`src/source/fe_mon_pkg.sv`:
```
package fe_mon_pkg;

    // Cause register width and CSR cause type
    localparam int XLEN = 64;
    typedef logic [XLEN-1:0] cause_t;          // The top bit flags an interrupt

    // Fetch addresses
    localparam int VA_IMPL = 39;             // Bits 63 down to VA_IMPL-1 must match
    localparam int PA_IMPL = 32;
    typedef logic [63:0] vaddr_t;
    typedef logic [39:0] paddr_t;

    // Any fetch physical address above this one is too big
    localparam paddr_t PA_MAX = paddr_t'({PA_IMPL{1'b1}}) - paddr_t'(1);

    typedef logic [39:0] pc_t;               // Execution stage PC
    typedef logic [1:0]  priv_lvl_t;

    localparam priv_lvl_t PRIV_U = 2'd0;
    localparam priv_lvl_t PRIV_S = 2'd1;

    localparam cause_t CAUSE_INSTR_ACCESS = cause_t'(1);
    localparam cause_t CAUSE_INSTR_PAGE   = cause_t'(12);

    localparam int ICACHE_WAYS = 4;

    // ITLB vectors carry one bit per entry
    localparam int TLB_ENTRIES = 16;
    typedef logic [TLB_ENTRIES-1:0] tlb_vec_t;

    // A fetch event collides with a flush up to WINDOW_SIZE-1 cycles later
    localparam int WINDOW_SIZE = 4;

    // BTB is indexed by PC bits 6 down to 1
    localparam int BTB_IDX_LSB = 1;
    localparam int BTB_IDX_MSB = 6;
    localparam int BTB_ENTRIES = 64;
    typedef logic [BTB_IDX_MSB-BTB_IDX_LSB:0] btb_idx_t;

    // Event groups
    localparam int NUM_SRC     = 4;          // Icache miss, icache hit, itlb miss, ifu dispatch
    localparam int NUM_FLUSH   = 4;          // Branch, exception, interrupt, icache flush
    localparam int NUM_COLL    = NUM_SRC * NUM_FLUSH;
    localparam int NUM_EXC     = 5;
    localparam int NUM_ITLB_EV = 3;

    localparam int EVENT_NUM = 25;
    typedef logic [EVENT_NUM-1:0] event_vec_t;

    // Counter read side
    localparam int CNT_SLOTS = 32;
    localparam int CNT_W     = 16;
    typedef logic [$clog2(CNT_SLOTS)-1:0] cnt_idx_t;
    typedef logic [CNT_W-1:0]             count_t;

    // Collisions sit at source*4 + flush in the counter index map
    localparam int EV_COLL_BASE  = 0;
    localparam int EV_EXC_BASE   = 16;       // Bad VA, upage, spage, too big PA, non exec
    localparam int EV_ITLB_FULL  = 21;
    localparam int EV_ITLB_MIXED = 22;
    localparam int EV_ITLB_MULTI = 23;
    localparam int EV_BTB_ALIAS  = 24;

endpackage

```
`src/source/fe_exception_classify.sv`:
```
module fe_exception_classify
    import fe_mon_pkg::*;
(
    input  logic               clk_i,
    input  logic               rst_n_i,
    input  logic               fetch_req_i,
    input  vaddr_t             fetch_vaddr_i,
    input  paddr_t             fetch_paddr_i,
    input  logic               fetch_ex_valid_i,
    input  cause_t             fetch_ex_cause_i,
    input  priv_lvl_t          priv_lvl_i,
    input  logic               en_translation_i,
    input  logic               iaccess_err_i,       // U flag check failed on the instruction page
    input  logic               match_exec_region_i,
    output logic [NUM_EXC-1:0] exc_ev_o
);

    logic non_canonical;
    logic page_fault;
    logic access_fault;
    logic too_big_pa;
    logic [NUM_EXC-1:0] exc_d;

    // Upper VA bits must all be copies of bit VA_IMPL-1
    assign non_canonical = fetch_req_i &&
                           !((&fetch_vaddr_i[63:VA_IMPL-1]) || !(|fetch_vaddr_i[63:VA_IMPL-1]));

    assign page_fault   = fetch_ex_valid_i && (fetch_ex_cause_i == CAUSE_INSTR_PAGE);
    assign access_fault = fetch_ex_valid_i && (fetch_ex_cause_i == CAUSE_INSTR_ACCESS);
    assign too_big_pa   = fetch_paddr_i > PA_MAX;

    always_comb
    begin
        exc_d[0] = en_translation_i && non_canonical && page_fault;     // Bad VA
        // User page touched from S mode
        exc_d[1] = en_translation_i && iaccess_err_i && (priv_lvl_i == PRIV_S) && page_fault;
        // Supervisor page touched from U mode
        exc_d[2] = en_translation_i && iaccess_err_i && (priv_lvl_i == PRIV_U) && page_fault;
        exc_d[3] = too_big_pa && access_fault;
        exc_d[4] = !match_exec_region_i && !too_big_pa && access_fault;  // In range but not executable
    end

    always_ff @(posedge clk_i or negedge rst_n_i)
    begin
        if (!rst_n_i)
        begin
            exc_ev_o <= '0;
        end
        else
        begin
            exc_ev_o <= exc_d;
        end
    end

endmodule

```
`src/source/fe_collision_tracker.sv`:
```
module fe_collision_tracker
    import fe_mon_pkg::*;
(
    input  logic                   clk_i,
    input  logic                   rst_n_i,
    input  logic [ICACHE_WAYS-1:0] cl_hit_i,
    input  logic                   icache_miss_i,
    input  logic                   itlb_miss_i,
    input  logic                   ifu_dispatch_valid_i,
    input  logic                   icache_flush_i,
    input  logic                   exe_valid_i,
    input  logic                   correct_branch_pred_i,
    input  logic                   stall_exe_i,
    input  logic                   id_valid_jal_i,
    input  logic                   csr_excpt_intrpt_i,
    input  cause_t                 csr_cause_i,
    output logic [NUM_COLL-1:0]    coll_ev_o
);

    logic [NUM_SRC-1:0]     src;
    logic [NUM_FLUSH-1:0]   flush;
    logic [NUM_SRC-1:0]     in_window;
    logic [NUM_COLL-1:0]    coll_d;
    logic [WINDOW_SIZE-2:0] hist_q [NUM_SRC];

    // Source order follows the counter index map
    assign src[0] = icache_miss_i;
    assign src[1] = |cl_hit_i;              // Any way hit
    assign src[2] = itlb_miss_i;
    assign src[3] = ifu_dispatch_valid_i;

    // Mispredicted branch resolved at EXE, or a JAL redirect from decode
    assign flush[0] = (exe_valid_i && !correct_branch_pred_i && !stall_exe_i) || id_valid_jal_i;
    assign flush[1] = csr_excpt_intrpt_i && !csr_cause_i[XLEN-1];
    assign flush[2] = csr_excpt_intrpt_i && csr_cause_i[XLEN-1];
    assign flush[3] = icache_flush_i;

    always_comb
    begin
        for (int s = 0; s < NUM_SRC; s++)
        begin
            in_window[s] = src[s] || (|hist_q[s]);
            for (int f = 0; f < NUM_FLUSH; f++)
            begin
                coll_d[s*NUM_FLUSH+f] = in_window[s] && flush[f];
            end
        end
    end

    // Bit 0 of each history holds the previous cycle, the top bit the oldest one
    always_ff @(posedge clk_i or negedge rst_n_i)
    begin
        if (!rst_n_i)
        begin
            for (int s = 0; s < NUM_SRC; s++)
            begin
                hist_q[s] <= '0;
            end
            coll_ev_o <= '0;
        end
        else
        begin
            for (int s = 0; s < NUM_SRC; s++)
            begin
                hist_q[s] <= {hist_q[s][WINDOW_SIZE-3:0], src[s]};
            end
            coll_ev_o <= coll_d;
        end
    end

endmodule

```
`src/source/itlb_occupancy.sv`:
```
module itlb_occupancy
    import fe_mon_pkg::*;
(
    input  logic                   clk_i,
    input  logic                   rst_n_i,
    input  logic                   en_translation_i,
    input  tlb_vec_t               itlb_valid_i,
    input  tlb_vec_t               itlb_is_2m_i,
    input  tlb_vec_t               itlb_is_1g_i,
    input  tlb_vec_t               itlb_lu_hit_i,
    output logic [NUM_ITLB_EV-1:0] itlb_ev_o
);

    tlb_vec_t has_4k;
    tlb_vec_t has_2m;
    tlb_vec_t has_1g;
    logic     full;
    logic     mixed;
    logic     multi_hit;

    // A valid entry that is neither a 2M nor a 1G page maps a 4K page
    assign has_4k = itlb_valid_i & ~itlb_is_2m_i & ~itlb_is_1g_i;
    assign has_2m = itlb_valid_i & itlb_is_2m_i;
    assign has_1g = itlb_valid_i & itlb_is_1g_i;

    assign full  = &itlb_valid_i;
    assign mixed = full && (|has_4k) && (|has_2m) && (|has_1g);

    // Clearing the lowest set bit leaves something only if two or more hit
    assign multi_hit = |(itlb_lu_hit_i & (itlb_lu_hit_i - tlb_vec_t'(1)));

    always_ff @(posedge clk_i or negedge rst_n_i)
    begin
        if (!rst_n_i)
        begin
            itlb_ev_o <= '0;
        end
        else
        begin
            itlb_ev_o[0]                            <= en_translation_i && full;
            itlb_ev_o[EV_ITLB_MIXED - EV_ITLB_FULL] <= en_translation_i && mixed;
            itlb_ev_o[EV_ITLB_MULTI - EV_ITLB_FULL] <= en_translation_i && multi_hit;
        end
    end

endmodule

```
`src/source/btb_alias_tracker.sv`:
```
module btb_alias_tracker
    import fe_mon_pkg::*;
(
    input  logic clk_i,
    input  logic rst_n_i,
    input  logic branch_at_exu_i,
    input  pc_t  pc_execution_i,
    output logic alias_ev_o
);

    logic [BTB_ENTRIES-1:0] valid_q;
    pc_t                    pc_q [BTB_ENTRIES];
    btb_idx_t               idx;
    logic                   alias_d;

    // Branches 128 bytes apart share an entry
    assign idx = pc_execution_i[BTB_IDX_MSB:BTB_IDX_LSB];

    assign alias_d = branch_at_exu_i && valid_q[idx] && (pc_q[idx] != pc_execution_i);

    always_ff @(posedge clk_i or negedge rst_n_i)
    begin
        if (!rst_n_i)
        begin
            valid_q    <= '0;
            alias_ev_o <= 1'b0;
        end
        else
        begin
            alias_ev_o <= alias_d;
            if (branch_at_exu_i)
            begin
                valid_q[idx] <= 1'b1;
            end
        end
    end

    // Last branch PC seen per index
    always_ff @(posedge clk_i)
    begin
        if (branch_at_exu_i)
        begin
            pc_q[idx] <= pc_execution_i;    // Newer branch replaces the old owner
        end
    end

endmodule

```
`src/source/fe_counter_bank.sv`:
```
module fe_counter_bank
    import fe_mon_pkg::*;
(
    input  logic       clk_i,
    input  logic       rst_n_i,
    input  logic       en_i,
    input  logic       clr_i,
    input  event_vec_t event_i,
    input  cnt_idx_t   rd_idx_i,
    output count_t     rd_data_o
);

    count_t cnt_q [EVENT_NUM];

    always_ff @(posedge clk_i or negedge rst_n_i)
    begin
        if (!rst_n_i)
        begin
            for (int i = 0; i < EVENT_NUM; i++)
            begin
                cnt_q[i] <= '0;
            end
        end
        else if (clr_i)
        begin
            // Clear wins over any event arriving in the same cycle
            for (int i = 0; i < EVENT_NUM; i++)
            begin
                cnt_q[i] <= '0;
            end
        end
        else if (en_i)
        begin
            for (int i = 0; i < EVENT_NUM; i++)
            begin
                if (event_i[i] && (cnt_q[i] != '1))   // Stick at all ones
                begin
                    cnt_q[i] <= cnt_q[i] + count_t'(1);
                end
            end
        end
    end

    // Slots past the last event read as zero
    always_comb
    begin
        rd_data_o = '0;
        if (int'(rd_idx_i) < EVENT_NUM)
        begin
            rd_data_o = cnt_q[rd_idx_i];
        end
    end

endmodule

```
`src/source/fe_mon_top.sv`:
```
module fe_mon_top
    import fe_mon_pkg::*;
(
    input  logic                   clk_i,
    input  logic                   rst_n_i,
    // Fetch request and exception
    input  logic                   fetch_req_i,
    input  vaddr_t                 fetch_vaddr_i,
    input  paddr_t                 fetch_paddr_i,
    input  logic                   fetch_ex_valid_i,
    input  cause_t                 fetch_ex_cause_i,
    input  priv_lvl_t              priv_lvl_i,
    input  logic                   en_translation_i,
    input  logic                   iaccess_err_i,
    input  logic                   match_exec_region_i,
    // Icache, ITLB and flush sources
    input  logic [ICACHE_WAYS-1:0] cl_hit_i,
    input  logic                   icache_miss_i,
    input  logic                   itlb_miss_i,
    input  logic                   ifu_dispatch_valid_i,
    input  logic                   icache_flush_i,
    input  logic                   exe_valid_i,
    input  logic                   correct_branch_pred_i,
    input  logic                   stall_exe_i,
    input  logic                   id_valid_jal_i,
    input  logic                   csr_excpt_intrpt_i,
    input  cause_t                 csr_cause_i,
    input  tlb_vec_t               itlb_valid_i,
    input  tlb_vec_t               itlb_is_2m_i,
    input  tlb_vec_t               itlb_is_1g_i,
    input  tlb_vec_t               itlb_lu_hit_i,
    input  logic                   branch_at_exu_i,
    input  pc_t                    pc_execution_i,
    // Counter control and readback
    input  logic                   en_i,
    input  logic                   clr_i,
    input  cnt_idx_t               rd_idx_i,
    output count_t                 rd_data_o
);

    event_vec_t ev_all;     // Each source drives its own slice of the index map

    fe_exception_classify u_exc (
        .clk_i               (clk_i),
        .rst_n_i             (rst_n_i),
        .fetch_req_i         (fetch_req_i),
        .fetch_vaddr_i       (fetch_vaddr_i),
        .fetch_paddr_i       (fetch_paddr_i),
        .fetch_ex_valid_i    (fetch_ex_valid_i),
        .fetch_ex_cause_i    (fetch_ex_cause_i),
        .priv_lvl_i          (priv_lvl_i),
        .en_translation_i    (en_translation_i),
        .iaccess_err_i       (iaccess_err_i),
        .match_exec_region_i (match_exec_region_i),
        .exc_ev_o            (ev_all[EV_EXC_BASE +: NUM_EXC])
    );

    fe_collision_tracker u_coll (
        .clk_i                 (clk_i),
        .rst_n_i               (rst_n_i),
        .cl_hit_i              (cl_hit_i),
        .icache_miss_i         (icache_miss_i),
        .itlb_miss_i           (itlb_miss_i),
        .ifu_dispatch_valid_i  (ifu_dispatch_valid_i),
        .icache_flush_i        (icache_flush_i),
        .exe_valid_i           (exe_valid_i),
        .correct_branch_pred_i (correct_branch_pred_i),
        .stall_exe_i           (stall_exe_i),
        .id_valid_jal_i        (id_valid_jal_i),
        .csr_excpt_intrpt_i    (csr_excpt_intrpt_i),
        .csr_cause_i           (csr_cause_i),
        .coll_ev_o             (ev_all[EV_COLL_BASE +: NUM_COLL])
    );

    itlb_occupancy u_itlb (
        .clk_i            (clk_i),
        .rst_n_i          (rst_n_i),
        .en_translation_i (en_translation_i),
        .itlb_valid_i     (itlb_valid_i),
        .itlb_is_2m_i     (itlb_is_2m_i),
        .itlb_is_1g_i     (itlb_is_1g_i),
        .itlb_lu_hit_i    (itlb_lu_hit_i),
        .itlb_ev_o        (ev_all[EV_ITLB_FULL +: NUM_ITLB_EV])
    );

    btb_alias_tracker u_btb (
        .clk_i           (clk_i),
        .rst_n_i         (rst_n_i),
        .branch_at_exu_i (branch_at_exu_i),
        .pc_execution_i  (pc_execution_i),
        .alias_ev_o      (ev_all[EV_BTB_ALIAS])
    );

    fe_counter_bank u_cnt (
        .clk_i     (clk_i),
        .rst_n_i   (rst_n_i),
        .en_i      (en_i),
        .clr_i     (clr_i),
        .event_i   (ev_all),
        .rd_idx_i  (rd_idx_i),
        .rd_data_o (rd_data_o)
    );

endmodule

```
`config.mk`:
```
export PLATFORM = sky130hd
export DESIGN_NAME = fe_mon_top
export DESIGN_NICKNAME = d
export VERILOG_FILES = /design/src/source/fe_mon_pkg.sv /design/src/source/fe_exception_classify.sv /design/src/source/fe_collision_tracker.sv /design/src/source/itlb_occupancy.sv /design/src/source/btb_alias_tracker.sv /design/src/source/fe_counter_bank.sv /design/src/source/fe_mon_top.sv
export SDC_FILE = /design/constraint.sdc
export NUM_CORES = 2
export LEC_CHECK = 0
export CORE_ASPECT_RATIO = 0.7
export CORE_MARGIN = 3
export CORE_UTILIZATION = 55
export CTS_CLUSTER_DIAMETER = 200
export DETAILED_ROUTE_END_ITERATION = 16
export DONT_BUFFER_PORTS = 1
export PLACE_DENSITY = 0.7
export SKIP_LAST_GASP = 1
export SYNTH_ARGS = -nofsm -noshare
export SYNTH_HDL_FRONTEND = slang
export SYNTH_SLANG_ARGS = --single-unit
```
`constraint.sdc`:
```
create_clock -name clk_i -period 9.3 [get_ports clk_i]
set_clock_uncertainty 0.1 [all_clocks]
set_input_delay 1.86 -clock clk_i [delete_from_list [all_inputs] [get_ports clk_i]]
set_output_delay 1.86 -clock clk_i [all_outputs]
set_load 0.03 [all_outputs]
```
== Word-level counts from Yosys, hierarchy flattened ==
Memory sizes are Yosys's and may differ from the RTL's.
Index checks and enable logic that the tools add are counted.

* Output and inout port bits: 16
* Bits in latches: 0
* RAM bits: 2,560
* ROM bits: 0
* Memories kept: 1
* Register bits: 501
* Input bits: 366
* Word-level logic and storage cells: 285

* Reductions and logical operators: 144
* Bitwise operators: 9
* Multiply operators: 0
* Add/subtract/negate cells: 26
* Muxes and demuxes: 37
* Divide/modulo/power cells: 0
* Equal/unequal tests: 29
* Shifts and indexed selects: 0
* Order comparisons: 5

{| class="wikitable"
|+ Memory list
! name !! words !! bits a word !! rd ports !! clocked after memory_dff !! write ports !! RTL line !! RTL
|-
| u_btb.pc_q || 64 || 40 || 1 || 0 || 1 || btb_alias_tracker.sv:12 || <nowiki>pc_t pc_q [BTB_ENTRIES];</nowiki>
|}

{| class="wikitable"
|+ Operator list
! operator !! number
|-
| $mux W400 || 2
|-
| $mux W16 || 28
|-
| $add A16 B1 Y16 const B || 25
|-
| $ne A16 B16 Y1 const B || 25
|-
| $and A16 B16 Y16 || 5
|-
| $bmux W16 S5 || 1
|-
| $logic_and A1 B1 Y1 || 67
|-
| $eq A64 B1 Y1 const B || 1
|-
| $eq A64 B4 Y1 const B || 1
|-
| $or A64 B64 Y64 || 1
|-
| $reduce_or A16 Y1 || 4
|-
| $reduce_bool A2 Y1 || 26
|-
| $reduce_and A2 Y1 || 25
|-
| $gt A40 B32 Y1 const B || 1
|-
| $ne A40 B40 Y1 || 1
|-
| $not A16 Y16 || 2
|-
| $reduce_and A26 Y1 || 1
|-
| $reduce_or A26 Y1 || 1
|-
| $reduce_and A16 Y1 || 1
|-
| $sub A16 B1 Y16 const B || 1
|-
| $reduce_or A3 Y1 || 4
|-
| $logic_not A1 Y1 || 7
|-
| $lt A6 B7 Y1 const B || 1
|-
| $bmux W1 S6 || 1
|-
| other kinds (10) || 18
|}

== Depth between registers and ports, before layout ==
* Word-level depth: 8
* Depth in mapped cells: 17
* Depth with buffers taken out: 10

== By module ==
A second synthesis with hierarchy kept.

* Cell total of the unflattened synthesis: 8,216
* Area total of the unflattened synthesis: 127,172.0 um^2

{| class="wikitable"
|+ Modules (own cells, without submodules)
! module !! area each (um^2) !! times used !! cells each !! sequential area each (um^2)
|-
| btb_alias_tracker || 100,791.7 || 1 || 5,425 || 78,500.3
|-
| fe_counter_bank || 24,365.9 || 1 || 2,591 || 10,009.6
|-
| fe_collision_tracker || 860.8 || 1 || 54 || 700.7
|-
| itlb_occupancy || 610.6 || 1 || 77 || 75.1
|-
| fe_exception_classify || 543.0 || 1 || 69 || 125.1
|}

== Worst setup path after synthesis ==
No wires, ideal clock.

* Kind: input port to output port
* Start point: input rd_idx_i[0]
* End point: output rd_data_o[15]
* Setup slack: 3.058 ns
* Stages on the path: 7
* Path buffers: 3
* Arrival time: 4.282 ns
* Required time: 7.340 ns
* Path through: clkbuf_1 buf_1 buf_1 mux4_2 mux2i_1 o21ai_0 mux2_2

* Word-level cells in the longest chain between the ends: 5
* Elaborated cells on any way between the ends: 6
* Classes of those cells: 1 x order compare; 4 x mux; 1 x bitwise

{| class="wikitable"
|+ Ends and longest elaborated chain
! element !! RTL line !! RTL
|-
| start: declaration || fe_mon_top.sv:37 || <nowiki>input cnt_idx_t rd_idx_i,</nowiki>
|-
| $not A5 Y6 (not written as such) || fe_counter_bank.sv:50 || <nowiki>rd_data_o = cnt_q[rd_idx_i];</nowiki>
|-
| $bmux W16 S5 || fe_counter_bank.sv:50 ||
|-
| $mux W16 (not written as such) (2 in a row) || fe_counter_bank.sv:50 ||
|-
| $mux W16 (*) || fe_counter_bank.sv:48 || <nowiki>if (int'(rd_idx_i) < EVENT_NUM)</nowiki>
|-
| end: declaration || fe_mon_top.sv:38 || <nowiki>output count_t rd_data_o</nowiki>
|}

Every way passes the cells marked *; elsewhere a longest branch is shown, timed or not. The select of a mux whose other input is x is not followed.

== Worst setup path after layout ==
* Start point: input pc_execution_i[3]
* End point: register u_btb.alias_ev_o

* Word-level cells in the longest chain between the ends: 4
* Elaborated cells on any way between the ends: 6
* Classes of those cells: 1 x eq/ne; 2 x mux; 2 x reduce/logical; 1 x memory

{| class="wikitable"
|+ Ends and longest elaborated chain
! element !! RTL line !! RTL
|-
| start: declaration || fe_mon_top.sv:33 || <nowiki>input pc_t pc_execution_i,</nowiki>
|-
| branches (longest 3 deep; another with $mem_v2 Z64 W40) || n/a ||
|-
| $logic_and A1 B1 Y1 (*) || btb_alias_tracker.sv:19 || <nowiki>assign alias_d = branch_at_exu_i && valid_q[idx] && (pc_q[idx] != pc_execution_i);</nowiki>
|-
| named net u_btb.alias_d || btb_alias_tracker.sv:14 || <nowiki>logic alias_d;</nowiki>
|-
| end signal: assignment || btb_alias_tracker.sv:30 || <nowiki>alias_ev_o <= alias_d;</nowiki>
|-
| end: declaration || btb_alias_tracker.sv:8 || <nowiki>output logic alias_ev_o</nowiki>
|}

Mark *: on every way through the listed nets, which the timed path passes. The select of a mux whose other input is x is not followed.
A chain may end at the register's enable or synchronous reset.

==> impl.org <==
** Pwr
- Share of power burned in registers :: 0.531
- The completed layout was analyzed and its total power is 28.4 mW.
- VDD sags by at most 0.000189 V.
- Total net switching power :: 6.20 mW
- The internal power of the cells totals 22.2 mW.
- Clk network pwr share :: 0.420
- In this run the power density over the cells is 205 nW/µm².
- The share of total power dissipated in combinational logic is 0.049.
- Switching fraction of total power :: 0.218
- Leakage power of the design :: 46.5 nW

** Clock tree
- After clock tree synthesis, the flow added hold-fix buffers numbering 0.
- Post CTS Setup Buffer Count :: 0
- Clock slew at the register clock pins of the worst setup and hold paths :: 70 ps
- The clock net in this run drives a total of 3061 sinks.
- CTS placed an instance of sky130_fd_sc_hd__clkbuf_16 at the clock tree root.
- In this run, CTS created clock tree buffers numbering 290.
- Once the clock tree was built, the resizer swapped 0 gates to a different size.
- TritonCTS built the clock tree.
- Maximum clock insertion buffer count :: 4
- In this run the number of H-tree levels came out at 5.
- Clock latency on the worst-skew pair :: 850 ps

** STA
- In the finished design, the share of the clock period the worst path needs comes to 0.787.
- Number of slew-limit violations in the final report :: 8
- Hold Vio Cnt, Final :: 0
- Relative max-transition margin :: -0.107
- Setup repair after global routing missed its margin :: no
- Setup violations remaining at the end of the flow were counted as 0.
- Setup TNS :: 0 ps
- Worst Max-Slew Pin Slew :: 1640 ps
- Fmax :: 0.137 GHz
- The worst path needs 7310 ps of the cycle, external delays included.

** Flow run
- Across the run, the number of max-cap violations was 5.

** Worst hold path
- In this run the worst hold path is classified as flop to flop.
- The worst hold path was traced through 0 stages.
- In this run the most critical hold path is launched from u_coll.hist_q[7]$_DFF_PN0_.

** Detailed routing
- DR vias :: 78.1k
- Routed WL per cell :: 35.3 µm
- Dividing the detail-routed via count by the number of cells gives 7.04.
- Residual antenna-violating net count after detailed routing :: 0
- Final Routed Wirelength :: 392 mm
- Initial detailed-routing violation count :: 14.8k
- For this run, design rule violations remaining after detail routing come to 0.
- DR pass1 iterations :: 6

** Worst setup path
- Counting cells, the worst reg-to-reg path comes to 10.
- Data required time of the worst path :: 9940 ps
- The critical path in this run is classified as input pin to flop.
- Source of the critical timing path :: pc_execution_i[3]
- Launching point of the worst reg2reg path :: u_btb.pc_q[31][20]$_DFFE_PP_
- Worst-path maximum fanout :: 204
- Data arrives at the worst endpoint at 7960 ps.
- Endpoint kind of the worst setup timing path :: flop
- Setup crit start kind :: input pin

** Global routing
- The number of global-route vias before repair came to 72.9k.
- The first global-routing pass estimated 547 mm of wire.
- The initial antenna violation count came to 15.
- Entering global routing, the biggest net connects 694 pins.
- Total overflow reported by the global router :: 0
- Global router's overall resource usage :: 0.329

** Synth
- The mapped netlist covers 125000 µm².
- Synthesized net count :: 8245
- Flip-flop cell with the highest count after synthesis :: sky130_fd_sc_hd__edfxtp_1
- Library cell occupying the most area in the post-synthesis netlist :: sky130_fd_sc_hd__edfxtp_1
- Counting flops with a built-in enable in the synthesized netlist gives 2560.
- After synthesis, the cell types taking the most area are sky130_fd_sc_hd__edfxtp_1 61%, sky130_fd_sc_hd__dfrtp_1 10%, sky130_fd_sc_hd__mux4_2 4.9%, sky130_fd_sc_hd__mux2i_1 2.9%, sky130_fd_sc_hd__a221oi_1 2.0%.
- Each instance of the synthesized netlist takes up on average 16.0 µm².
- Async SR Flop Fraction :: 0.164
- Number of warnings reported in the yosys synthesis log :: 0
- After synthesis the netlist holds a flip-flop and latch count of 3061.
- Synthesis produced 7854 cells.
- Of the post-synthesis cell area, the dominant cell type holds 0.613.
- Of the synthesized area, sequential elements account for 0.713.
- Number of distinct standard cells referenced by the synthesized netlist :: 90

** Placed design
- Once placement finished, the instance area stood at 129000 µm².
- Port Buf Inserts :: 0
- HPWL after detailed placement :: 217 mm
- The congestion estimate from routability-driven global placement came to 0.906.

** Outcome
- Status :: finished with violations
- Violated checks :: capacitance limit, slew limit

** Final layout
- Post-layout nets :: 8239
- Most common library cell in the layout ignoring fill and taps :: sky130_fd_sc_hd__edfxtp_1
- The library cells used most frequently in the layout, excluding fill and tap cells, are 2560 x sky130_fd_sc_hd__edfxtp_1, 598 x sky130_fd_sc_hd__nor2_1, 501 x sky130_fd_sc_hd__dfrtp_1, 366 x sky130_fd_sc_hd__mux2i_1, 349 x sky130_fd_sc_hd__nand2_1.
- The finished cells cover 138000 µm².
- In the final layout, the share of cells above drive strength 1 is 0.152.
- Syn-to-layout area delta :: 10.3%

** Floorplan
- The die is 405 µm tall.
- During I/O placement, the number of pins put on the boundary was 382.
- Std-Cell Rows :: 145
- The die is 577 µm wide.
- The floorplan step defined a core boundary enclosing 225000 µm².
- The initial utilization of the core area, before any placement, comes to 0.558.
- Die Area :: 234000 µm²
==> power groups by stage <==
| stage | clock network, mW | logic, mW | registers, mW |
|---|---|---|---|
| after floorplan | 0 | 0.889 | 15.4 |
| after global placement | 0 | 1.15 | 15.4 |
| after detailed placement | 0 | 1.16 | 15.4 |
| after CTS | 11.9 | 1.17 | 15.1 |
| after global routing | 12.5 | 1.44 | 15.1 |
| final | 11.9 | 1.40 | 15.1 |
==> metrics by stage <==
step	setup slack (ps)	util	hold WS (ps)	instances
floorplan	3060	-	254	7854
global placement	2750	0.572	261	10600
detailed placement	2730	0.572	267	10600
CTS	3500	0.614	279	11100
global route	2040	0.615	290	11100
finish	1990	0.615	278	11100
==> layout make-up <==
| class | instances | area, µm² |
|---|---|---|
| flip-flops and latches | 3061 | 89400 |
| fillers | 16000 | 86500 |
| multi-input cells | 4299 | 34000 |
| clock buffers | 347 | 7700 |
| well taps | 3013 | 3770 |
| clock inverters | 172 | 1650 |
| repair buffers | 169 | 1590 |
| inverters | 27 | 111 |
| diodes | 7 | 17.5 |
==> worst max-delay path: stages <==
cell and delay [ps]:
sky130_fd_sc_hd__buf_16 570, sky130_fd_sc_hd__buf_16 660, sky130_fd_sc_hd__and3_4 710, sky130_fd_sc_hd__buf_4 340, sky130_fd_sc_hd__buf_4 360, sky130_fd_sc_hd__a22o_1 200
sky130_fd_sc_hd__a221oi_1 50, sky130_fd_sc_hd__a311oi_1 1120, sky130_fd_sc_hd__nor4_1 210, sky130_fd_sc_hd__xor2_1 370, sky130_fd_sc_hd__and4_1 300, sky130_fd_sc_hd__nand4_1 110
sky130_fd_sc_hd__nor4_1 180, sky130_fd_sc_hd__a31oi_1 110
==> layer usage <==
metal / vias to the layer above / track usage / routed length, µm
met5: - / 0.00269 / 149
met4: 10 / 0.0978 / 13600
met3: 918 / 0.144 / 70300
met2: 6186 / 0.436 / 158000
met1: 39800 / 0.490 / 150000
li1: 31200 / - / -
==> path summary, 6_finish.rpt <==
path                            slack (ps)                       endpoint
worst max register to register        5210     u_btb.alias_ev_o$_DFF_PN0_
min in group asynchronous              620  u_btb.valid_q[46]$_DFFE_PN0P_
max in group asynchronous             5790  u_btb.valid_q[16]$_DFFE_PN0P_
worst max-delay path                  1990     u_btb.alias_ev_o$_DFF_PN0_
worst min register to register         280     u_coll.hist_q[8]$_DFF_PN0_
worst min-delay path                   280     u_coll.hist_q[8]$_DFF_PN0_
==> synthesized netlist by cell type, types with 52 or more instances <==
cell and number:
sky130_fd_sc_hd__mux4_2 270, sky130_fd_sc_hd__buf_2 153, sky130_fd_sc_hd__nand2_1 349, sky130_fd_sc_hd__o22ai_1 70, sky130_fd_sc_hd__nor2_1 666, sky130_fd_sc_hd__nand4_1 136
sky130_fd_sc_hd__nor4_1 52, sky130_fd_sc_hd__and3_1 77, sky130_fd_sc_hd__a21oi_1 231, sky130_fd_sc_hd__or2_2 71, sky130_fd_sc_hd__mux2_2 172, sky130_fd_sc_hd__mux2i_1 366
sky130_fd_sc_hd__a221oi_1 286, sky130_fd_sc_hd__xnor2_1 84, sky130_fd_sc_hd__edfxtp_1 2560, sky130_fd_sc_hd__xor2_1 276, sky130_fd_sc_hd__a22o_1 52, sky130_fd_sc_hd__clkbuf_1 182
sky130_fd_sc_hd__a22oi_1 184, sky130_fd_sc_hd__nand3_1 149, sky130_fd_sc_hd__nor3_1 60, sky130_fd_sc_hd__dfrtp_1 501, sky130_fd_sc_hd__o21ai_0 211, sky130_fd_sc_hd__a221o_1 54
==> cells by family after synthesis <==
group	count (synthesis)	synth area share
compound gates	1383	0.0800
mux	811	0.0936
xor+xnor	360	0.0252
fa+ha+maj	29	0.00282
buf+inv	494	0.0204
simple gates	1716	0.0646
flops	3061	0.713
==> state kept, by name, indices dropped and copies added, names as in the netlist <==
register	cells
u_coll.hist_q	12
u_itlb.itlb_ev_o	3
u_btb.pc_q	2560
u_coll.coll_ev_o	16
u_btb.alias_ev_o	1
u_cnt.cnt_q	400
u_btb.valid_q	64
u_exc.exc_ev_o	5
Power figures use the tool's default switching activity.
